File: config.mk
export PLATFORM = sky130hd
export DESIGN_NAME = led_mapped
export DESIGN_NICKNAME = d
export VERILOG_FILES = /design/src/hw/soc_pkg.sv /design/src/hw/led_mapped.sv
export SDC_FILE = /design/constraint.sdc
export NUM_CORES = 1
export LEC_CHECK = 0
export BUFFER_PORTS_ARGS = -buffer_cell sky130_fd_sc_hd__buf_2
export CAP_MARGIN = 10
export CELL_PAD_IN_SITES_DETAIL_PLACEMENT = 1
export CELL_PAD_IN_SITES_GLOBAL_PLACEMENT = 1
export CORE_AREA = 2 2 57 59
export DETAILED_ROUTE_END_ITERATION = 8
export DIE_AREA = 0 0 59 61
export PLACE_DENSITY = 0.86
export SYNTH_ARGS = -nofsm -noshare
export SYNTH_HDL_FRONTEND = slang
export SYNTH_SLANG_ARGS = --single-unit
export TNS_END_PERCENT = 50
File: constraint.sdc
create_clock -name i_clock -period 2.7 [get_ports i_clock]
set_input_delay 0.54 -clock i_clock [delete_from_list [all_inputs] [get_ports i_clock]]
set_output_delay 0.54 -clock i_clock [all_outputs]
set_load 0.01 [all_outputs]
File: src/hw/rom_init.hex
// Boot ROM image: one 32-bit hex word per line, word 0 first
00000013
10000537
00050593
0005a603
00c5a023
00458593
fe0616e3
50000737
3ff00793
00f72023
a5a55a5a
12345678
deadbeef
0f0f0f0f
80000001
7fffffff

File: src/hw/soc_pkg.sv
/*
 * Shared definitions for the SoC bus fabric: address map, memory sizes,
 * bus request and response types and the UART transmitter states.
 * RTL modules import it inside their bodies and use scoped names in ports.
 */
`default_nettype none

package soc_pkg;

  typedef logic [31:0] addr_t;
  typedef logic [31:0] data_t;
  typedef logic [9:0]  led_t;
  typedef logic [7:0]  byte_t;

  // One bus transfer from the master, rw = 1 means write
  typedef struct packed {
    logic  req;
    logic  rw;
    addr_t addr;
    data_t wdata;
  } bus_req_t;

  typedef struct packed {
    data_t rdata;
    logic  ready;
  } bus_rsp_t;

  typedef enum logic [1:0] {IDLE, START, DATA, STOP} uart_state_e;

  // Address windows, base inclusive and limit exclusive
  localparam addr_t ROM_BASE   = 32'h0000_0000;
  localparam addr_t ROM_LIMIT  = 32'h0001_0000;
  localparam addr_t RAM_BASE   = 32'h0001_0000;
  localparam addr_t RAM_LIMIT  = 32'h0002_0000;
  localparam addr_t LED_BASE   = 32'h5000_0000;
  localparam addr_t LED_LIMIT  = 32'h5000_0010;
  localparam addr_t UART_BASE  = 32'h5000_0010;
  localparam addr_t UART_LIMIT = 32'h5000_0020;

  localparam int ROM_WORDS = 256;
  localparam int RAM_WORDS = 1024;
  localparam int ROM_IDX_W = $clog2(ROM_WORDS);
  localparam int RAM_IDX_W = $clog2(RAM_WORDS);
  localparam string ROM_FILE = "/design/src/hw/rom_init.hex";

  // LED register offsets inside its window
  localparam addr_t LED_OFS_WRITE = 32'h0000_0000;
  localparam addr_t LED_OFS_SET   = 32'h0000_0004;
  localparam addr_t LED_OFS_CLEAR = 32'h0000_0008;

  // Baud divisor in clock cycles per serial bit
  localparam data_t CLKS_PER_BIT = 32'd16;
  localparam int    BIT_CNT_W    = $clog2(CLKS_PER_BIT);

endpackage

`default_nettype wire

File: src/hw/led_mapped.sv
/*
 * Memory-mapped LED register.
 * Writes at the write, set and clear offsets replace, OR in or clear
 * the LED bits. Reads are answered by the decoder.
 */
`default_nettype none

module led_mapped (
  input  wire logic              i_clock,
  input  wire logic              i_rst,
  input  wire soc_pkg::bus_req_t i_req,
  output soc_pkg::led_t          o_leds
);
  import soc_pkg::*;

  led_t leds_q;
  led_t wr_bits;

  assign wr_bits = i_req.wdata[9:0];

  always_ff @(posedge i_clock) begin
    if (i_rst) begin
      leds_q <= '0;
    end else if (i_req.req && i_req.rw) begin
      case (i_req.addr)
        LED_OFS_WRITE: leds_q <= wr_bits;
        LED_OFS_SET:   leds_q <= leds_q | wr_bits;
        LED_OFS_CLEAR: leds_q <= leds_q & ~wr_bits;
        default:       leds_q <= leds_q;
      endcase
    end
  end

  assign o_leds = leds_q;

endmodule

`default_nettype wire

==> flow_summary.json <==
{
  "slew_headroom_pct": 59.0,
  "clk_pin_slew_ps": 70,
  "min_path_type": "register to register",
  "final_cells": 146,
  "ctsResizeCount": 0,
  "cts_setup_buffers": 0,
  "synth.cell_area_um2": 573,
  "post_dp_cell_area_um2": 876,
  "io_pins": 78,
  "ys_ff_latch": 10,
  "tightest_slew_ps": 610,
  "synth_top_area_share_pct": 34.9,
  "clock_path_buffers": 2,
  "fmax_mhz": 468,
  "cp-end-kind": "register",
  "gp_congestion": 0.667,
  "outcome": "completed",
  "gr-total-overflow": 0,
  "netlist-cell-type-count": 14,
  "cts_num_sinks": 10,
  "holdWs_ps": 495,
  "clock_insertion_delay_worst_skew_ps": 260,
  "htreeDepth": 1,
  "dpl.cell_count": 142,
  "finalInstanceArea_um2": 912,
  "setup_viol": 0,
  "cp_data_required_time_ps": 2860,
  "via_per_inst": 5.10,
  "start_util_pct": 19.4,
  "dieArea_um2": 3600,
  "cpPeakStageDelay_ps": 640,
  "rsz0062_at_grt": "false",
  "grt_max_degree": 12,
  "synth-compound-area-share_pct": 17.5,
  "slew_viol_final": 0,
  "cpMaxStageDelayCell": "or4_1",
  "cpLargestDelayFamily": "simple AND/OR/NAND/NOR gates",
  "finalCritPeriodShare_pct": 79.1,
  "nets": 182,
  "track_usage_pct": 12.5,
  "die_w_um": 59,
  "vias": 744,
  "cts_tree": "done",
  "cap_violations": 0,
  "port_buffers": 55,
  "wl_per_cell_um": 14.0,
  "synth_nets": 125,
  "cts_made_buffers": 3,
  "fp-row-count": 20,
  "first_pass_iters": 4,
  "worstPathMaxFanout": 11,
  "path_cells": "buf_2 -> nor4_1 -> nand4_1 -> or4_1 -> a32o_1",
  "mostFrequentLayoutCells": "buf_2 (55), nor2_1 (10), or4_1 (10), a32o_1 (10), dfxtp_1 (10)",
  "core_um2": 2950,
  "clockRootBuffer": "clkbuf_4",
  "final_common_cell": "buf_2",
  "drc": 0,
  "syn_area_per_cell_um2": 10.1,
  "peakVddDrop_v": 0.000117,
  "power_mw": 0.344,
  "synthXorXnorAreaFrac_pct": 2.84,
  "synth.area.mux_share_pct": 0,
  "synth_top_area_cell": "dfxtp_1",
  "ys_warn_count": 0,
  "antenna_found_initial": 0,
  "ant_nets": 0,
  "grt_pass1_vias": 743,
  "startpoint_type": "input pin",
  "largest_reg_flops": 10,
  "wl_um": 2050,
  "finClkSkew_ps": 0,
  "grt_pass1_wl_um": 3410,
  "antennaDiodeCount": 0,
  "critical_path_class": "input pin to register",
  "powerDensity_nw_per_um2": 377,
  "fin_setup_tns_ps": 0,
  "first_iter_violations": 11,
  "crit_buf_inv": 1,
  "cts.hold.buffers_added": 0,
  "drive_gt1_share_pct": 58.4,
  "fp.dieH_um": 61,
  "synthToLayoutAreaGrowth_pct": 59.2,
  "synthAdderAreaFrac_pct": 0,
  "synth_top_family_by_area": "simple AND/OR/NAND/NOR gates",
  "final.min_clock_period_ps": 2140,
  "crit_arrival_ps": 2290,
  "syn_inst": 57,
  "synth-simple-area-share_pct": 41.7,
  "power_leakage_nw": 0.404,
  "yosysSeqAreaShare_pct": 34.9,
  "hold_violations": 0,
  "synth_area_leaders": "dfxtp_1 (35%), a32o_1 (17%), or4_1 (13%)"
}
## logic make-up (layout without fill, tap and decap cells)
family          after synthesis  after routing
flops                        10             10
simple gates                 32             32
compound gates               10             10
buf+inv                       4             60
xor+xnor                      1              1
## final cells by class
type                       instances  area, µm²
timing repair buffer              55        275
tap                               33       41.3
fill                             372       2040
multi-input combinational         43        355
clock buffer                       4       36.3
inverter                           1       3.75
sequential                        10        200
## path summary, 6_finish.rpt
path	cells after the start	slack (ps)	start	to
max	5	560	i_req[33]	o_leds[0]
min	1	500	o_leds[4]	o_leds[4]
max reg2reg	1	2060	o_leds[9]	o_leds[9]
min reg2reg	1	500	o_leds[4]	o_leds[4]
## per-stage QoR
stage / utilization [%] / setup slack [ps]
floorplan: - / 757
global placement: 29.7 / 366
detailed placement: 29.7 / 283
CTS: 30.9 / 565
global route: 30.9 / 440
finish: 30.9 / 563
## power by group
part	leakage (nW)	switching [mW]	internal, mW
clock	0.0210	0.0559	0.0817
sequential	0.0805	0.0000000000141	0.147
combinational	0.303	0.0285	0.0308
## metal layers
| layer | track usage, % | up-vias | routed length, µm | share of wire (%) |
|---|---|---|---|---|
| li1 | - | 353 | - | - |
| met1 | 13.8 | 357 | 796 | 39 |
| met2 | 24.0 | 32 | 1090 | 53 |
| met3 | 3.20 | 2 | 158 | 7.7 |
| met4 | 2.92 | 0 | 7 | 0.34 |
| met5 | 0 | - | 0 | 0 |
## Yosys cell counts
| cell | number |
|---|---|
| a32o_1 | 10 |
| dfxtp_1 | 10 |
| nor2_1 | 10 |
| or4_1 | 10 |
| nor4_1 | 3 |
| nor4_2 | 3 |
| buf_2 | 2 |
| nand4_1 | 2 |
| nor4b_2 | 2 |
| and2_1 | 1 |
| clkbuf_1 | 1 |
| clkinv_1 | 1 |
| nor4_4 | 1 |
| xnor2_2 | 1 |
(Power assumes the default switching activity.)
