[config.mk]
export PLATFORM = sky130hd
export DESIGN_NAME = bus_decode
export DESIGN_NICKNAME = d
export VERILOG_FILES = /design/src/hw/soc_pkg.sv /design/src/hw/bus_decode.sv
export SDC_FILE = /design/constraint.sdc
export NUM_CORES = 1
export LEC_CHECK = 0
export BUFFER_PORTS_ARGS = -buffer_cell sky130_fd_sc_hd__buf_2
export CAP_MARGIN = 20
export CORE_AREA = 2 2 177 179
export DETAILED_ROUTE_END_ITERATION = 10
export DIE_AREA = 0 0 179 181
export GPL_TIMING_DRIVEN = 0
export SLEW_MARGIN = 40
export SYNTH_ARGS = -nofsm -noshare
export SYNTH_HDL_FRONTEND = slang
export SYNTH_SLANG_ARGS = --single-unit
[constraint.sdc]
create_clock -name vclk -period 2.8
set_input_delay 0.28 -clock vclk [all_inputs]
set_output_delay 0.28 -clock vclk [all_outputs]
set_load 0.01 [all_outputs]
[src/hw/rom_init.hex]
// Boot ROM image: one 32-bit hex word per line, word 0 first
00000013
10000537
00050593
0005a603
00c5a023
00458593
fe0616e3
50000737
3ff00793
00f72023
a5a55a5a
12345678
deadbeef
0f0f0f0f
80000001
7fffffff

[src/hw/soc_pkg.sv]
/*
 * Shared definitions for the SoC bus fabric: address map, memory sizes,
 * bus request and response types and the UART transmitter states.
 * RTL modules import it inside their bodies and use scoped names in ports.
 */
`default_nettype none

package soc_pkg;

  typedef logic [31:0] addr_t;
  typedef logic [31:0] data_t;
  typedef logic [9:0]  led_t;
  typedef logic [7:0]  byte_t;

  // One bus transfer from the master, rw = 1 means write
  typedef struct packed {
    logic  req;
    logic  rw;
    addr_t addr;
    data_t wdata;
  } bus_req_t;

  typedef struct packed {
    data_t rdata;
    logic  ready;
  } bus_rsp_t;

  typedef enum logic [1:0] {IDLE, START, DATA, STOP} uart_state_e;

  // Address windows, base inclusive and limit exclusive
  localparam addr_t ROM_BASE   = 32'h0000_0000;
  localparam addr_t ROM_LIMIT  = 32'h0001_0000;
  localparam addr_t RAM_BASE   = 32'h0001_0000;
  localparam addr_t RAM_LIMIT  = 32'h0002_0000;
  localparam addr_t LED_BASE   = 32'h5000_0000;
  localparam addr_t LED_LIMIT  = 32'h5000_0010;
  localparam addr_t UART_BASE  = 32'h5000_0010;
  localparam addr_t UART_LIMIT = 32'h5000_0020;

  localparam int ROM_WORDS = 256;
  localparam int RAM_WORDS = 1024;
  localparam int ROM_IDX_W = $clog2(ROM_WORDS);
  localparam int RAM_IDX_W = $clog2(RAM_WORDS);
  localparam string ROM_FILE = "/design/src/hw/rom_init.hex";

  // LED register offsets inside its window
  localparam addr_t LED_OFS_WRITE = 32'h0000_0000;
  localparam addr_t LED_OFS_SET   = 32'h0000_0004;
  localparam addr_t LED_OFS_CLEAR = 32'h0000_0008;

  // Baud divisor in clock cycles per serial bit
  localparam data_t CLKS_PER_BIT = 32'd16;
  localparam int    BIT_CNT_W    = $clog2(CLKS_PER_BIT);

endpackage

`default_nettype wire

[src/hw/bus_decode.sv]
/*
 * Address decoder between the bus master and the four targets.
 * Steers the request by address window, removes the window base and
 * returns the response of the selected target. Unmapped accesses complete
 * at once with zero read data.
 */
`default_nettype none

module bus_decode (
  input  wire soc_pkg::bus_req_t i_req,
  output soc_pkg::bus_req_t      o_rom_req,
  output soc_pkg::bus_req_t      o_ram_req,
  output soc_pkg::bus_req_t      o_led_req,
  output soc_pkg::bus_req_t      o_uart_req,
  input  wire soc_pkg::bus_rsp_t i_rom_rsp,
  input  wire soc_pkg::bus_rsp_t i_ram_rsp,
  input  wire soc_pkg::bus_rsp_t i_uart_rsp,
  output soc_pkg::bus_rsp_t      o_rsp
);
  import soc_pkg::*;

  logic rom_hit;
  logic ram_hit;
  logic led_hit;
  logic uart_hit;

  function automatic logic in_window(addr_t addr, addr_t base, addr_t limit);
    return (addr >= base) && (addr < limit);
  endfunction

  // Request copy for one target with its window base removed
  function automatic bus_req_t target_req(bus_req_t req, logic hit, addr_t base);
    bus_req_t t;
    t.req   = hit;
    t.rw    = req.rw;
    t.addr  = req.addr - base;
    t.wdata = req.wdata;
    return t;
  endfunction

  assign rom_hit  = i_req.req && in_window(i_req.addr, ROM_BASE, ROM_LIMIT);
  assign ram_hit  = i_req.req && in_window(i_req.addr, RAM_BASE, RAM_LIMIT);
  assign led_hit  = i_req.req && in_window(i_req.addr, LED_BASE, LED_LIMIT);
  assign uart_hit = i_req.req && in_window(i_req.addr, UART_BASE, UART_LIMIT);

  assign o_rom_req  = target_req(i_req, rom_hit, ROM_BASE);
  assign o_ram_req  = target_req(i_req, ram_hit, RAM_BASE);
  assign o_led_req  = target_req(i_req, led_hit, LED_BASE);
  assign o_uart_req = target_req(i_req, uart_hit, UART_BASE);

  // Response select, first hit wins
  always_comb begin
    o_rsp.rdata = '0;
    o_rsp.ready = 1'b1;
    if (rom_hit) begin
      o_rsp = i_rom_rsp;
    end else if (ram_hit) begin
      o_rsp = i_ram_rsp;
    end else if (led_hit) begin
      // Write-only register, always ready and reads as zero
      o_rsp.rdata = '0;
      o_rsp.ready = 1'b1;
    end else if (uart_hit) begin
      o_rsp = i_uart_rsp;
    end
  end

endmodule

`default_nettype wire

==> impl_metrics.py <==
metrics = {
    "outcome": {
        "status": "finished, final reports clean",
    },
    "floorplan": {
        "die_y_um": 181,
        "io_pins": 462,
        "dieArea_um2": 32400,
        "coreArea_um2": 30300,
        "row_count": 64,
        "die_w_um": 179,
        "start_util_pct": 11.3,
    },
    "final_layout": {
        "register_area_um2": 0,
        "postLayoutCellArea_um2": 6340,
        "fin_nets": 1096,
        "drive_gt1_share_pct": 78.1,
        "clockBufferCount": 0,
        "n_fill_cell": 3451,
        "seq_cell_count": 0,
        "layoutNonFillerInstCount": 1318,
        "syn_to_final_growth_pct": 84.6,
    },
    "drt": {
        "vias": 4506,
        "totalWireLength_mm": 18.8,
        "drc": 0,
        "drt_first_iter_violations": 145,
        "viasPerCell": 3.42,
        "ant_nets": 0,
        "avgRoutedWirePerCell_um": 14.3,
        "drtPass1Iterations": 4,
    },
    "critical_path": {
        "crit_family": "buffers and inverters",
        "worst_path_most_repeated_cell": "buf_2",
        "path_cells": "buf_2, nor4_4, nand4_1, buf_4, o41ai_4, a311o_2, buf_12, buf_6, o21ai_2, buf_2",
        "cp-start-kind": "input pin",
        "cp_num_buf_inv": 5,
        "endpoint_kind": "output port",
        "critPathMaxFanout": 10,
        "path_class": "input pin to output port",
        "worstPathArrival_ns": 2.41,
        "cp_slowest_cell": "o41ai_4",
        "cp_slowest_stage_delay_ns": 0.43,
        "worstPathRequired_ns": 2.52,
    },
    "yosys": {
        "seq_area_frac_synth_pct": 0,
        "synth.avg_cell_area_um2": 7.08,
        "synthCells": 485,
        "synth.distinct_cells": 41,
        "synthesis.area_um2": 3440,
        "ys_warn_count": 0,
        "synth_nets": 658,
    },
    "power": {
        "p_seq_share_pct": 0,
        "p_sw_share_pct": 46.0,
        "ir_drop_uv": 49.8,
        "power_density_nw_per_um2": 130,
        "switching_power_uw": 378,
        "clkPwrFrac_pct": 0,
        "finalPower_uw": 822,
        "combPwrFrac_pct": 100.0,
        "p_leak_uw": 0.00363,
        "power.internal_uw": 444,
    },
    "placement": {
        "place_area_um2": 6070,
        "place_congestion": 0.784,
        "dp_hpwl_mm": 16.9,
        "port_buffers": 424,
        "dp.cells": 1305,
    },
    "global_routing": {
        "grt_usage_pct": 10.6,
        "grt_antenna_before_repair": 1,
        "grt_pass1_wl_mm": 25.9,
        "overflow": 0,
        "grt_pass1_vias": 4288,
        "grt_max_degree": 11,
    },
    "timing": {
        "slew_violations": 0,
        "worst_pin_slew_ns": 0.503,
        "slew_headroom_pct": 66.5,
        "setup_violations": 0,
        "fmax_mhz": 372,
        "fin_crit_ns": 2.69,
        "finalHoldViolCount": 0,
        "period_share_pct": 95.9,
    },
    "flow_run": {
        "maxCapViolations": 0,
    },
    "worst_hold_path": {
        "hp-class": "input pin to output port",
    },
}
==> cells in the mapped netlist, drive strengths merged <==
cell type / n / area [µm²]
a311o: 1 / 11.3
or2: 1 / 6.26
o31a: 2 / 17.5
nor2: 16 / 60.1
or4: 1 / 7.51
a211o: 1 / 8.76
nand4: 9 / 56.3
nor2b: 2 / 12.5
a41oi: 1 / 8.76
o21ai: 36 / 293
nor4b: 1 / 8.76
a22oi: 32 / 240
nand3: 3 / 15.0
nor3: 4 / 20.0
ha: 8 / 100
xor2: 15 / 131
xnor2: 25 / 219
a211oi: 1 / 7.51
a21oi: 4 / 20.0
o31ai: 1 / 7.51
nor4bb: 2 / 20.0
a21o: 1 / 7.51
nor3b: 1 / 7.51
and2: 5 / 31.3
o41ai: 1 / 16.3
or3: 3 / 18.8
clkbuf: 7 / 26.3
nand2: 20 / 75.1
mux2: 1 / 11.3
buf: 227 / 1700
a2111o: 1 / 11.3
nor4: 7 / 80.1
a21boi: 2 / 18.8
inv: 43 / 161
==> power by group through the flow <==
stage | Combinational, µW | Clock [µW] | Sequential [µW]
2_1_floorplan | 446 | 0 | 0
3_3_place_gp | 807 | 0 | 0
3_5_place_dp | 815 | 0 | 0
4_1_cts | 830 | 0 | 0
5_1_grt | 893 | 0 | 0
6_report | 822 | 0.0000477 | 0
==> per-layer routing <==
layer	wire [µm]	vias to the layer above	global-route usage [%]
met5	0	-	0
li1	-	2248	-
met3	1380	8	1.14
met2	10100	251	21.1
met1	7140	1999	12.2
met4	223	0	1.07
==> what timing repair did <==
action / 4_1_cts / 5_1_grt
buffers inserted: 11 / 3
endpoints found under the hold margin: 0 / 0
pin swaps: 7 / 3
hold buffers: 0 / 0
endpoints found under the setup margin: 39 / 34
gates resized for setup: 23 / 16
==> worst paths after layout <==
check	startpoint	to	slack, ns	cells after the start
setup / recovery	i_req[42]	o_rsp[29]	0.11	10
hold / removal	i_req[53]	o_led_req[53]	0.74	2
==> cell type report <==
class	instances	area, µm²	share of cell area, %
timing repair buffer	438	2260	35.6
buffer	232	1740	27.5
antenna	1	2.50	0.0394
tap	396	495	7.81
inverter	43	161	2.54
multi-input combinational	208	1680	26.5
==> cells by family (layout without fill, tap and decap cells) <==
| family | count (synthesis) | after routing | synth area share [%] |
|---|---|---|---|
| fa+ha+maj | 8 | 8 | 2.91 |
| compound gates | 84 | 84 | 19.4 |
| other cells | 0 | 1 | 0 |
| mux | 1 | 1 | 0.328 |
| xor+xnor | 40 | 40 | 10.2 |
| simple gates | 75 | 75 | 12.2 |
| buf+inv | 277 | 713 | 54.9 |
==> layout by cell type (no fill, tap or decap), types with 2 or more instances in the layout <==
cell / netlist / routed
buf_4: 218 / 233
nor4_4: 2 / 5
buf_2: 5 / 424
nand2_1: 20 / 20
nand3_1: 3 / 2
o21ai_2: 30 / 30
ha_1: 8 / 4
clkbuf_1: 7 / 3
ha_2: 0 / 4
clkbuf_4: 0 / 3
buf_6: 3 / 5
xnor2_1: 25 / 25
xor2_1: 15 / 15
nand4_1: 9 / 9
nor2_1: 16 / 15
buf_12: 0 / 2
o21ai_1: 0 / 2
or3_1: 3 / 3
nor3_1: 4 / 3
and2_1: 5 / 4
inv_1: 43 / 43
o21ai_0: 6 / 4
nor2b_1: 2 / 2
o31a_1: 2 / 2
a21oi_1: 4 / 4
a22oi_1: 32 / 32
==> per-stage QoR <==
step / hold WS, ns / worst slack [ns] / TNS (ns) / util (%)
2_1_floorplan: 0.613 / 0.318 / 0 / -
3_3_place_gp: 0.745 / -1.11 / -29.38 / 19.9
3_5_place_dp: 0.744 / -1.13 / -30.14 / 20.0
4_1_cts: 0.744 / 0.00108 / 0 / 20.7
5_1_grt: 0.746 / -0.0285 / -0.152 / 20.9
6_report: 0.743 / 0.114 / 0 / 20.9
Note: power is estimated with default switching activity, not from simulation.
