### config.mk
export PLATFORM = sky130hd
export DESIGN_NAME = uart_tx
export DESIGN_NICKNAME = d
export VERILOG_FILES = /design/src/hw/soc_pkg.sv /design/src/hw/uart_tx.sv
export SDC_FILE = /design/constraint.sdc
export NUM_CORES = 1
export LEC_CHECK = 0
export BUFFER_PORTS_ARGS = -buffer_cell sky130_fd_sc_hd__buf_2
export CELL_PAD_IN_SITES_DETAIL_PLACEMENT = 1
export CELL_PAD_IN_SITES_GLOBAL_PLACEMENT = 2
export CORE_ASPECT_RATIO = 1.4
export CORE_UTILIZATION = 20
export CTS_CLUSTER_SIZE = 12
export DETAILED_ROUTE_END_ITERATION = 10
export PLACE_DENSITY = 0.8
export SLEW_MARGIN = 5
export SYNTH_ARGS = -nofsm -noshare
export SYNTH_HDL_FRONTEND = slang
export SYNTH_SLANG_ARGS = --single-unit
### constraint.sdc
create_clock -name i_clock -period 2.5 [get_ports i_clock]
set_input_delay 0.125 -clock i_clock [delete_from_list [all_inputs] [get_ports i_clock]]
set_output_delay 0.125 -clock i_clock [all_outputs]
set_load 0.02 [all_outputs]
### src/hw/rom_init.hex
// Boot ROM image: one 32-bit hex word per line, word 0 first
00000013
10000537
00050593
0005a603
00c5a023
00458593
fe0616e3
50000737
3ff00793
00f72023
a5a55a5a
12345678
deadbeef
0f0f0f0f
80000001
7fffffff

### src/hw/soc_pkg.sv
/*
 * Shared definitions for the SoC bus fabric: address map, memory sizes,
 * bus request and response types and the UART transmitter states.
 * RTL modules import it inside their bodies and use scoped names in ports.
 */
`default_nettype none

package soc_pkg;

  typedef logic [31:0] addr_t;
  typedef logic [31:0] data_t;
  typedef logic [9:0]  led_t;
  typedef logic [7:0]  byte_t;

  // One bus transfer from the master, rw = 1 means write
  typedef struct packed {
    logic  req;
    logic  rw;
    addr_t addr;
    data_t wdata;
  } bus_req_t;

  typedef struct packed {
    data_t rdata;
    logic  ready;
  } bus_rsp_t;

  typedef enum logic [1:0] {IDLE, START, DATA, STOP} uart_state_e;

  // Address windows, base inclusive and limit exclusive
  localparam addr_t ROM_BASE   = 32'h0000_0000;
  localparam addr_t ROM_LIMIT  = 32'h0001_0000;
  localparam addr_t RAM_BASE   = 32'h0001_0000;
  localparam addr_t RAM_LIMIT  = 32'h0002_0000;
  localparam addr_t LED_BASE   = 32'h5000_0000;
  localparam addr_t LED_LIMIT  = 32'h5000_0010;
  localparam addr_t UART_BASE  = 32'h5000_0010;
  localparam addr_t UART_LIMIT = 32'h5000_0020;

  localparam int ROM_WORDS = 256;
  localparam int RAM_WORDS = 1024;
  localparam int ROM_IDX_W = $clog2(ROM_WORDS);
  localparam int RAM_IDX_W = $clog2(RAM_WORDS);
  localparam string ROM_FILE = "/design/src/hw/rom_init.hex";

  // LED register offsets inside its window
  localparam addr_t LED_OFS_WRITE = 32'h0000_0000;
  localparam addr_t LED_OFS_SET   = 32'h0000_0004;
  localparam addr_t LED_OFS_CLEAR = 32'h0000_0008;

  // Baud divisor in clock cycles per serial bit
  localparam data_t CLKS_PER_BIT = 32'd16;
  localparam int    BIT_CNT_W    = $clog2(CLKS_PER_BIT);

endpackage

`default_nettype wire

### src/hw/uart_tx.sv
/*
 * Transmit-only UART, 8N1 with CLKS_PER_BIT clocks per bit.
 * A write while idle latches wdata[7:0] and starts a frame; a write while
 * busy is held off by ready low. Reads return the busy flag in bit 0.
 */
`default_nettype none

module uart_tx (
  input  wire logic              i_clock,
  input  wire logic              i_rst,
  input  wire soc_pkg::bus_req_t i_req,
  output soc_pkg::bus_rsp_t      o_rsp,
  output logic                   o_uart_tx
);
  import soc_pkg::*;

  localparam logic [BIT_CNT_W-1:0] LAST_CLK = BIT_CNT_W'(CLKS_PER_BIT - 1);

  uart_state_e          state;
  logic [BIT_CNT_W-1:0] clk_cnt;
  logic [2:0]           bit_idx;
  byte_t                shift_q;
  logic                 tx_q;
  logic                 busy;
  logic                 accept;
  logic                 bit_end;

  assign busy    = (state != IDLE);
  assign accept  = i_req.req && i_req.rw && !busy;
  assign bit_end = (clk_cnt == LAST_CLK);

  always_ff @(posedge i_clock) begin
    if (i_rst) begin
      state   <= IDLE;
      clk_cnt <= '0;
      bit_idx <= '0;
      tx_q    <= 1'b1;
    end else begin
      case (state)
        IDLE: begin
          if (accept) begin
            // Start bit goes out on the next cycle
            state   <= START;
            clk_cnt <= '0;
            tx_q    <= 1'b0;
          end
        end
        START: begin
          clk_cnt <= clk_cnt + 1'b1;
          if (bit_end) begin
            state   <= DATA;
            clk_cnt <= '0;
            bit_idx <= '0;
            tx_q    <= shift_q[0];
          end
        end
        DATA: begin
          clk_cnt <= clk_cnt + 1'b1;
          if (bit_end) begin
            clk_cnt <= '0;
            bit_idx <= bit_idx + 1'b1;
            if (bit_idx == 3'd7) begin
              state <= STOP;
              tx_q  <= 1'b1;
            end else begin
              tx_q <= shift_q[1];
            end
          end
        end
        STOP: begin
          clk_cnt <= clk_cnt + 1'b1;
          if (bit_end) begin
            state   <= IDLE;
            clk_cnt <= '0;
          end
        end
        default: begin
          state <= IDLE;
          tx_q  <= 1'b1;
        end
      endcase
    end
  end

  // Character shift register, LSB first
  always_ff @(posedge i_clock) begin
    if (accept) begin
      shift_q <= i_req.wdata[7:0];
    end else if (state == DATA && bit_end) begin
      shift_q <= shift_q >> 1;
    end
  end

  // Status reads never stall, writes wait for idle
  assign o_rsp.rdata = {31'b0, busy};
  assign o_rsp.ready = !(i_req.rw && busy);
  assign o_uart_tx   = tx_q;

endmodule

`default_nettype wire

==> results of run 1 <==
cells in the mapped netlist:
| cell type | instances | share of area, % |
|---|---|---|
| a211oi_1 | 2 | 1.2 |
| a21boi_2 | 1 | 0.93 |
| a21oi_1 | 6 | 2.5 |
| a221oi_2 | 1 | 1.2 |
| and3_1 | 2 | 1.0 |
| buf_4 | 32 | 20 |
| clkbuf_1 | 1 | 0.31 |
| conb_1 | 1 | 0.31 |
| dfxtp_1 | 10 | 17 |
| edfxtp_1 | 8 | 20 |
| ha_1 | 9 | 9.3 |
| inv_1 | 7 | 2.2 |
| mux2_2 | 7 | 6.5 |
| mux2i_1 | 3 | 2.5 |
| nand2_1 | 9 | 2.8 |
| nand3_1 | 5 | 2.1 |
| nand4b_1 | 1 | 0.72 |
| nor2_1 | 4 | 1.2 |
| nor3_1 | 1 | 0.41 |
| o2111a_1 | 1 | 0.93 |
| o2111ai_1 | 1 | 0.72 |
| o211ai_1 | 1 | 0.62 |
| o21ai_0 | 3 | 1.2 |
| o311ai_1 | 1 | 0.72 |
| o41ai_1 | 1 | 0.72 |
| or2_1 | 1 | 0.52 |
| or3_1 | 2 | 1.0 |
| or3b_1 | 1 | 0.72 |
| or4_1 | 1 | 0.62 |
| or4b_1 | 1 | 0.83 |
power groups by stage:
stage	Combinational, mW	Clock (mW)	Sequential [mW]
finish	0.417	0.206	0.391
detailed placement	0.420	0	0.399
floorplan	0.366	0	0.398
global route	0.460	0.234	0.398
global placement	0.414	0	0.396
CTS	0.424	0.220	0.392
per-stage QoR:
step                      utilization (%)  power (mW)  cell area (um2)  instances  hold WS [ns]
after floorplan                         -       0.765             1330        154         0.333
after global placement               21.3       0.811             1250        206         0.429
after detailed placement             21.3       0.819             1250        206         0.429
after CTS                            22.0        1.04             1290        210         0.156
after global routing                 22.0        1.09             1290        210         0.160
final                                22.0        1.01             1290        210         0.161
worst paths after layout:
kind                                                 to  slack (ns)
worst max-delay path              state[1]$_SDFFE_PP0P_        0.67
worst min-delay path            clk_cnt[2]$_SDFFE_PP0P_        0.16
worst max register to register    state[1]$_SDFFE_PP0P_        0.67
worst min register to register  bit_idx[2]$_SDFFE_PP0P_        0.46
flip-flops by register name (all words and copies together) (netlist names):
signal and flops:
o_uart_tx 1, bit_idx 3, clk_cnt 4, shift_q 8, state 2
worst max-delay path, cell delays in order (launching register included):
cell and delay, ns:
dfxtp_1 0.41, inv_1 0.11, ha_1 0.27, or3_1 0.41
a221oi_2 0.36, mux2i_1 0.21
logic make-up after synthesis:
logic type               after synthesis  share of synthesized area, %
adder cells (fa/ha/maj)                9                          9.29
other                                  1                         0.309
multiplexers                          10                          8.98
flip-flops                            18                          36.3
buffers and inverters                 40                          22.3
AND/OR/NAND/NOR                       28                          12.0
AO/OA/AOI/OAI                         18                          10.8
cell type report:
| cell class | instances | area share [%] |
|---|---|---|
| repair buffers | 15 | 6.01 |
| clock inverters | 1 | 0.291 |
| flip-flops and latches | 18 | 34.1 |
| clock buffers | 3 | 3.20 |
| multi-input cells | 96 | 47.6 |
| well taps | 70 | 6.78 |
| inverters | 7 | 2.03 |
per-layer routing:
metal | part of all wire, % | track usage (%) | vias to the layer above | routed length (um)
met5 | 0 | 0 | - | 0
met4 | 0.51 | 3.13 | 0 | 11
met3 | 6.0 | 1.46 | 2 | 131
met2 | 52 | 13.5 | 33 | 1130
met1 | 41 | 7.86 | 384 | 895
li1 | - | - | 407 | -
==> results.py, run 1 <==
metrics = {
    "grt": {
        "grt_overflow": 0,
        "grt_max_degree": 11,
        "track_usage_pct": 7.38,
        "grt_pass1_wl_um": 3540,
        "antenna_found_initial": 0,
        "grt_pass1_vias": 786,
    },
    "yosys": {
        "ys_types": 30,
        "synth-seq-area-share_pct": 36.3,
        "yosys_warnings": 0,
        "postSynthCellCount": 124,
        "avgSynthCellArea_um2": 9.78,
        "syn_area_mm2": 0.00121,
        "ys_ff_latch": 18,
    },
    "setup_path": {
        "crit_arrival_ns": 2.02,
        "worstRegToRegCells": 5,
        "crit_path_start": "state[1]$_SDFFE_PP0P_",
        "cp_data_required_time_ns": 2.69,
        "critPathCaptureType": "flop",
        "start_kind": "flop",
        "rr_startpoint": "state[1]$_SDFFE_PP0P_",
        "critPathKind": "flop to flop",
        "crit_fanout": 6,
    },
    "run": {
        "max_cap_violations": 0,
    },
    "finish": {
        "num_antenna_cells": 0,
        "layout_common_cells": "conb_1, buf_2, dfxtp_1",
        "final_common_cell": "conb_1",
        "regArea_um2": 440,
        "nNetsFinal": 218,
        "fillers": 717,
        "multi_input_area_um2": 614,
        "drive_above_1_share_pct": 19.3,
        "area_growth_pct": 6.50,
    },
    "sta": {
        "setup_ws_ns": 0.667,
        "skew_ns": 0.00288,
        "hold_violations": 0,
        "period_share_pct": 73.3,
        "rsz0062_at_grt": "no",
        "layout_min_cycle_time_ns": 1.83,
        "fmax_mhz": 546,
        "finalSetupViolations": 0,
        "fin_setup_tns_ns": 0,
        "drv_slew": 0,
    },
    "power_and_ir_drop": {
        "switchingPower_mw": 0.382,
        "peakVddDrop_uv": 173,
        "pwr-share-clk_pct": 20.3,
        "pwr-share-seq_pct": 38.6,
        "combinationalPowerShare_pct": 41.1,
        "p_int_mw": 0.631,
        "swShare_pct": 37.7,
        "power.leakage_nw": 0.559,
        "power_density_mw_per_mm2": 784,
    },
    "placement": {
        "dp_hpwl_um": 1670,
        "portBuffers": 14,
        "place_congestion": 0.704,
        "post-place-ws_ns": 0.678,
    },
    "die": {
        "initial_utilization_pct": 20.7,
        "num_rows": 33,
        "floorplan.die.height_um": 94.1,
        "dieWidth_um": 67.8,
        "dieArea_mm2": 0.00638,
        "coreArea_mm2": 0.00586,
        "pin_count": 102,
    },
    "clock_network": {
        "clkLatencyLatePin_ns": 0.25,
        "clock_path_buffers": 2,
        "clock-sinks": 18,
        "root_buffer": "clkbuf_8",
        "path_clk_slew_ns": 0.07,
        "cts-htree-levels": 1,
        "post_cts_resized": 0,
        "cts_buffers": 3,
        "cts_tree": "built",
        "post_cts_buffers": 0,
        "cts_hold_buf": 0,
    },
    "routing": {
        "wire_per_inst_um": 10.3,
        "drtAntennaViolNets": 0,
        "num_vias": 826,
        "routed_wl_um": 2170,
        "dr.pass1.iters": 4,
        "drc": 0,
        "avgViaCountPerCell": 3.93,
        "drt_iter0_drc": 33,
    },
    "worst_hold_path": {
        "min_path_type": "primary input to flop",
        "whs_path_depth": 2,
        "worstHoldStart": "i_rst",
    },
    "run_status": {
        "outcome": "finished clean",
    },
}
No activity file was read; power rests on OpenSTA's default activity.
==> inputs of run 2 (changes only) <==
- clock period: 2.5 -> 1.7 ns (I/O delays scaled with it)
==> run 2 against run 1 <==
  * Worst hold slack worse by 0.041 ns
  * Via count is 3.6% higher
  * Clock-buffer cell count stayed put
  * Sequential share of layout area decreased by 2.2 points
  * Critical path depth stayed put
  * Design area increased by 7.2%
  * First-iteration DRC count is 33% lower
  * Non-clock buffer count rose by 8
  * Combinational power increased by 86%
  * Global-route usage is 0.15 points lower
  * Cell count grew 3.8%
  * Critical path type unchanged
  * Critical endpoint is now state[0]$_SDFFE_PP0P_
  * Highest routed layer unchanged
==> results.py, run 2 (synthesized netlist as in run 1, its figures left out) <==
metrics = {
    "sta": {
        "fin_setup_tns_ns": 0,
        "rsz0062_at_grt": "no",
        "skew_ns": 0.00440,
        "setup_ws_ns": 0.121,
        "finalSetupViolations": 0,
        "hold_violations": 0,
        "drv_slew": 0,
        "fmax_mhz": 633,
        "layout_min_cycle_time_ns": 1.58,
        "period_share_pct": 92.9,
    },
    "worst_hold_path": {
        "min_path_type": "primary input to flop",
        "worstHoldStart": "i_rst",
        "hold_end": "bit_idx[2]$_SDFFE_PP0P_",
        "whs_path_depth": 2,
    },
    "finish": {
        "drive_above_1_share_pct": 27.0,
        "fillers": 706,
        "multi_input_area_um2": 646,
        "area_growth_pct": 14.1,
        "reg_top3": "shift_q x8, clk_cnt x4, bit_idx x3",
        "nNetsFinal": 226,
        "num_antenna_cells": 0,
        "largest_reg_flops": 8,
        "regArea_um2": 442,
        "final_common_cell": "conb_1",
        "layout_common_cells": "conb_1, buf_2, nand2_1, dfxtp_1, buf_4",
        "largest-register": "shift_q",
    },
    "run_status": {
        "outcome": "finished clean",
    },
    "routing": {
        "routed_wl_um": 2190,
        "drtAntennaViolNets": 0,
        "dr.pass1.iters": 4,
        "drt_iter0_drc": 22,
        "wire_per_inst_um": 10.0,
        "num_vias": 856,
        "avgViaCountPerCell": 3.93,
        "drc": 0,
    },
    "die": {
        "pin_count": 102,
        "num_rows": 33,
        "initial_utilization_pct": 20.7,
        "floorplan.die.height_um": 94.1,
        "dieWidth_um": 67.8,
        "coreArea_mm2": 0.00586,
        "dieArea_mm2": 0.00638,
    },
    "power_and_ir_drop": {
        "power_density_mw_per_mm2": 1190,
        "power.leakage_nw": 0.601,
        "peakVddDrop_uv": 353,
    },
    "setup_path": {
        "r2r-end": "state[0]$_SDFFE_PP0P_",
        "start_kind": "flop",
        "rr_startpoint": "state[1]$_SDFFE_PP0P_",
        "critPathSlowestCell": "or3_4",
        "reg2reg_slack_ns": 0.12,
        "cp_data_required_time_ns": 1.88,
        "crit_arrival_ns": 1.76,
        "worstRegToRegCells": 5,
        "cp_cell_sequence": "buf_4 > ha_2 > or3_4 > a221oi_4 > mux2i_1",
        "critPathCaptureType": "flop",
        "critPathKind": "flop to flop",
        "critPathBufInv": 1,
        "crit_fanout": 4,
        "slowest_delay_ns": 0.37,
        "cp_top_family": "simple AND/OR/NAND/NOR gates",
    },
    "clock_network": {
        "cts_buffers": 3,
        "root_buffer": "clkbuf_8",
        "clkLatencyLatePin_ns": 0.25,
        "clock-sinks": 18,
        "clock_path_buffers": 2,
        "cts_tree": "built",
        "post_cts_buffers": 0,
        "path_clk_slew_ns": 0.07,
        "cts_hold_buf": 0,
        "cts-htree-levels": 1,
    },
    "placement": {
        "place_congestion": 0.763,
        "post-place-ws_ns": 0.0152,
        "dp_hpwl_um": 1720,
        "portBuffers": 14,
    },
    "grt": {
        "track_usage_pct": 7.23,
        "grt_overflow": 0,
        "antenna_found_initial": 0,
        "grt_max_degree": 11,
        "grt_pass1_wl_um": 3520,
        "grt_pass1_vias": 811,
    },
    "run": {
        "max_cap_violations": 0,
    },
}
[run 2: layer usage]
metal	vias up	global-route usage, %	part of all wire [%]
met5	-	0	0
met4	0	2.08	0.50
met3	2	1.46	7.4
met2	37	13.2	55
met1	398	8.14	37
li1	419	-	-
[run 2: area by class of cell]
type | count | share of cell area (%)
Timing Repair Buffer | 23 | 9.95
Inverter | 7 | 1.90
Tap cell | 70 | 6.33
Clock buffer | 3 | 2.98
Multi-Input combinational cell | 96 | 46.7
Clock inverter | 1 | 0.271
Sequential cell | 18 | 31.9
[run 2: worst max path at each step]
stage / start / to / slack (ns) / cells after the start
floorplan: state[1]$_SDFFE_PP0P_ / state[0]$_SDFFE_PP0P_ / 0.07 / 5
global placement: state[0]$_SDFFE_PP0P_ / state[1]$_SDFFE_PP0P_ / 0.05 / 5
detailed placement: state[0]$_SDFFE_PP0P_ / state[1]$_SDFFE_PP0P_ / 0.02 / 5
CTS: state[0]$_SDFFE_PP0P_ / state[1]$_SDFFE_PP0P_ / 0.01 / 5
global route: state[1]$_SDFFE_PP0P_ / state[0]$_SDFFE_PP0P_ / 0.003 / 5
finish: state[1]$_SDFFE_PP0P_ / state[0]$_SDFFE_PP0P_ / 0.12 / 5
[run 2: power breakdown]
| group | internal [mW] | switching [mW] |
|---|---|---|
| registers | 0.536 | 0.0310 |
| clock network | 0.160 | 0.146 |
| logic | 0.354 | 0.422 |
| total | 1.05 | 0.599 |
[run 2: per-stage QoR]
step	hold WS (ns)	instances	utilization (%)	power, mW	area, um2
after floorplan	0.292	154	-	1.13	1330
after global placement	0.389	214	22.3	1.28	1310
after detailed placement	0.389	214	22.3	1.29	1310
after CTS	0.120	218	23.2	1.63	1360
after global routing	0.129	218	23.6	1.78	1380
final	0.120	218	23.6	1.65	1380
[run 2: worst register-to-register path, cell delays in order, from the launching register on]
cell and delay [ns]:
dfxtp_1 0.31, buf_4 0.14, ha_2 0.17, or3_4 0.37, a221oi_4 0.30, mux2i_1 0.21
[run 2: what timing repair did]
action,in CTS,in global routing
gates resized for setup,1,6
pin swaps,0,1
setup endpoints to repair,2,7
==> inputs of run 3 (changes only) <==
- BUFFER_PORTS_ARGS: -buffer_cell sky130_fd_sc_hd__buf_2 -> not set
- CORE_UTILIZATION: 20 -> 28
- DONT_BUFFER_PORTS: not set -> 1
- PLACE_DENSITY: 0.8 -> 0.71
- clock period: 1.7 -> 1.3 ns (I/O delays scaled with it)
==> run 3 against run 2 <==
  * First-iteration DRC count shrank 9.1%
  * The flow now finishes with violations (design-rule violations, negative setup slack)
  * Worst hold slack lost 0.097 ns
  * Global-route usage grew 5.1 points
  * Die area shrank 28%
  * Critical path depth is the same
  * Worst setup slack lost 0.36 ns
  * Clock skew shrank 0.0013 ns
  * Largest cell class unchanged
  * Sequential share of layout area shrank 3.6 points
  * Cell count shrank 11%
  * Via count grew 5.1%
  * Wire length grew 26%
  * Total power grew 53%
==> results.py, run 3 (synthesized netlist as in run 1, its figures left out) <==
metrics = {
    "setup_path": {
        "crit_fanout": 8,
        "crit_arrival_ns": 1.72,
        "slowest_delay_ns": 0.49,
        "cp_cell_sequence": "inv_4 > ha_2 > a21boi_4 > or4b_1 > a21oi_1",
        "cp_data_required_time_ns": 1.48,
        "critPathCaptureType": "flop",
        "start_kind": "flop",
        "critPathSlowestCell": "or4b_1",
        "critPathKind": "flop to flop",
    },
    "grt": {
        "antenna_found_initial": 0,
        "grt_pass1_wl_um": 4310,
        "grt_overflow": 0,
        "grt_max_degree": 11,
        "track_usage_pct": 12.4,
        "grt_pass1_vias": 975,
    },
    "sta": {
        "layout_min_cycle_time_ns": 1.54,
        "setup_ws_ns": -0.238,
        "rsz0062_at_grt": "yes",
        "hold_violations": 0,
        "skew_ns": 0.00312,
        "finalSetupViolations": 26,
        "fmax_mhz": 650,
        "period_share_pct": 118,
        "drv_slew": 0,
    },
    "finish": {
        "largest-register": "shift_q",
        "drive_above_1_share_pct": 41.1,
        "fin_util_pct": 39.0,
        "layout_common_cells": "conb_1, buf_4, nand2_1, dfxtp_1, edfxtp_1",
        "num_antenna_cells": 0,
        "nNetsFinal": 229,
        "final_common_cell": "conb_1",
        "reg_top3": "shift_q x8, clk_cnt x4, bit_idx x3",
        "final_cell_count_no_fill": 194,
        "largest_reg_flops": 8,
        "fin_area_mm2": 0.00158,
        "area_growth_pct": 30.3,
    },
    "die": {
        "floorplan.die.height_um": 79.9,
        "num_rows": 27,
        "pin_count": 102,
        "dieArea_mm2": 0.00460,
        "coreArea_mm2": 0.00405,
        "dieWidth_um": 57.6,
        "initial_utilization_pct": 29.9,
    },
    "routing": {
        "dr.pass1.iters": 9,
        "avgViaCountPerCell": 4.64,
        "wire_per_inst_um": 14.2,
        "drt_iter0_drc": 20,
        "routed_wl_um": 2760,
        "drc": 4,
        "drtAntennaViolNets": 0,
        "num_vias": 900,
    },
    "power_and_ir_drop": {
        "total_power_mw": 2.53,
        "peakVddDrop_uv": 805,
        "power.leakage_nw": 0.644,
        "power_density_mw_per_mm2": 1600,
    },
    "placement": {
        "dp.cells": 185,
        "dp_hpwl_um": 2100,
        "place_area_mm2": 0.00136,
        "place_congestion": 0.699,
        "portBuffers": 0,
    },
    "clock_network": {
        "cts_buffers": 3,
        "cts_tree": "built",
        "cts-htree-levels": 1,
        "clock-sinks": 18,
        "clkLatencyLatePin_ns": 0.25,
        "path_clk_slew_ns": 0.07,
        "clock_path_buffers": 2,
        "root_buffer": "clkbuf_8",
    },
    "run_status": {
        "outcome": "finished with violations",
        "violations": "design-rule violations, negative setup slack",
    },
    "run": {
        "max_cap_violations": 0,
    },
    "worst_hold_path": {
        "min_path_type": "primary input to flop",
    },
}
-- run 3: worst paths after layout --
kind         depth (start not counted)                    start  slack, ns                  endpoint
max reg2reg                          5    state[0]$_SDFFE_PP0P_      -0.24   clk_cnt[2]$_SDFFE_PP0P_
min reg2reg                          2  bit_idx[1]$_SDFFE_PP0P_       0.48   bit_idx[1]$_SDFFE_PP0P_
max                                  5    state[0]$_SDFFE_PP0P_      -0.24   clk_cnt[2]$_SDFFE_PP0P_
min                                  2                 i_req[7]       0.02  shift_q[7]$_SDFFCE_PN0P_
-- run 3: layout make-up --
class                           count  area (um2)
Fill cell                         457        2470
Multi-Input combinational cell     96         790
Sequential cell                    18         448
Timing Repair Buffer               26         215
Tap cell                           43        53.8
Clock buffer                        4        45.0
Inverter                            7        28.8
-- run 3: power by group --
part / internal, mW / total, mW / leakage [nW] / switching, mW
Clock: 0.218 / 0.399 / 0.0228 / 0.181
Sequential: 0.712 / 0.801 / 0.157 / 0.0890
Combinational: 0.655 / 1.33 / 0.464 / 0.673
-- run 3: stage by stage --
stage | worst slack (ns) | setup TNS [ns] | hold WS (ns)
floorplan | -0.191 | -1.94 | 0.252
global placement | -0.225 | -4.24 | 0.136
detailed placement | -0.277 | -5.10 | 0.138
CTS | -0.260 | -3.34 | -0.134
global route | -0.293 | -4.73 | 0.0196
finish | -0.238 | -3.16 | 0.0230
-- run 3: per-layer routing --
layer | vias up | part of all wire [%] | GRT usage, %
met5 | - | 0 | 0
met4 | 0 | 1.6 | 4.15
met3 | 4 | 6.4 | 2.76
met2 | 40 | 57 | 24.9
met1 | 429 | 35 | 11.8
li1 | 427 | - | -
-- run 3: repair_timing --
item,in CTS,in global routing
hold buffers,1,1
buffers inserted,2,1
gates resized for setup,20,5
endpoints found under the hold margin,8,7
setup endpoints to repair,25,27
pin swaps,9,4
-- run 3: critical path: cells and delay by family, from the launching register on --
family,cells,cell delay [ns]
AO/OA/AOI/OAI,2,0.32
adder cells (fa/ha/maj),1,0.21
buffers and inverters,1,0.05
flip-flops,1,0.39
AND/OR/NAND/NOR,1,0.49
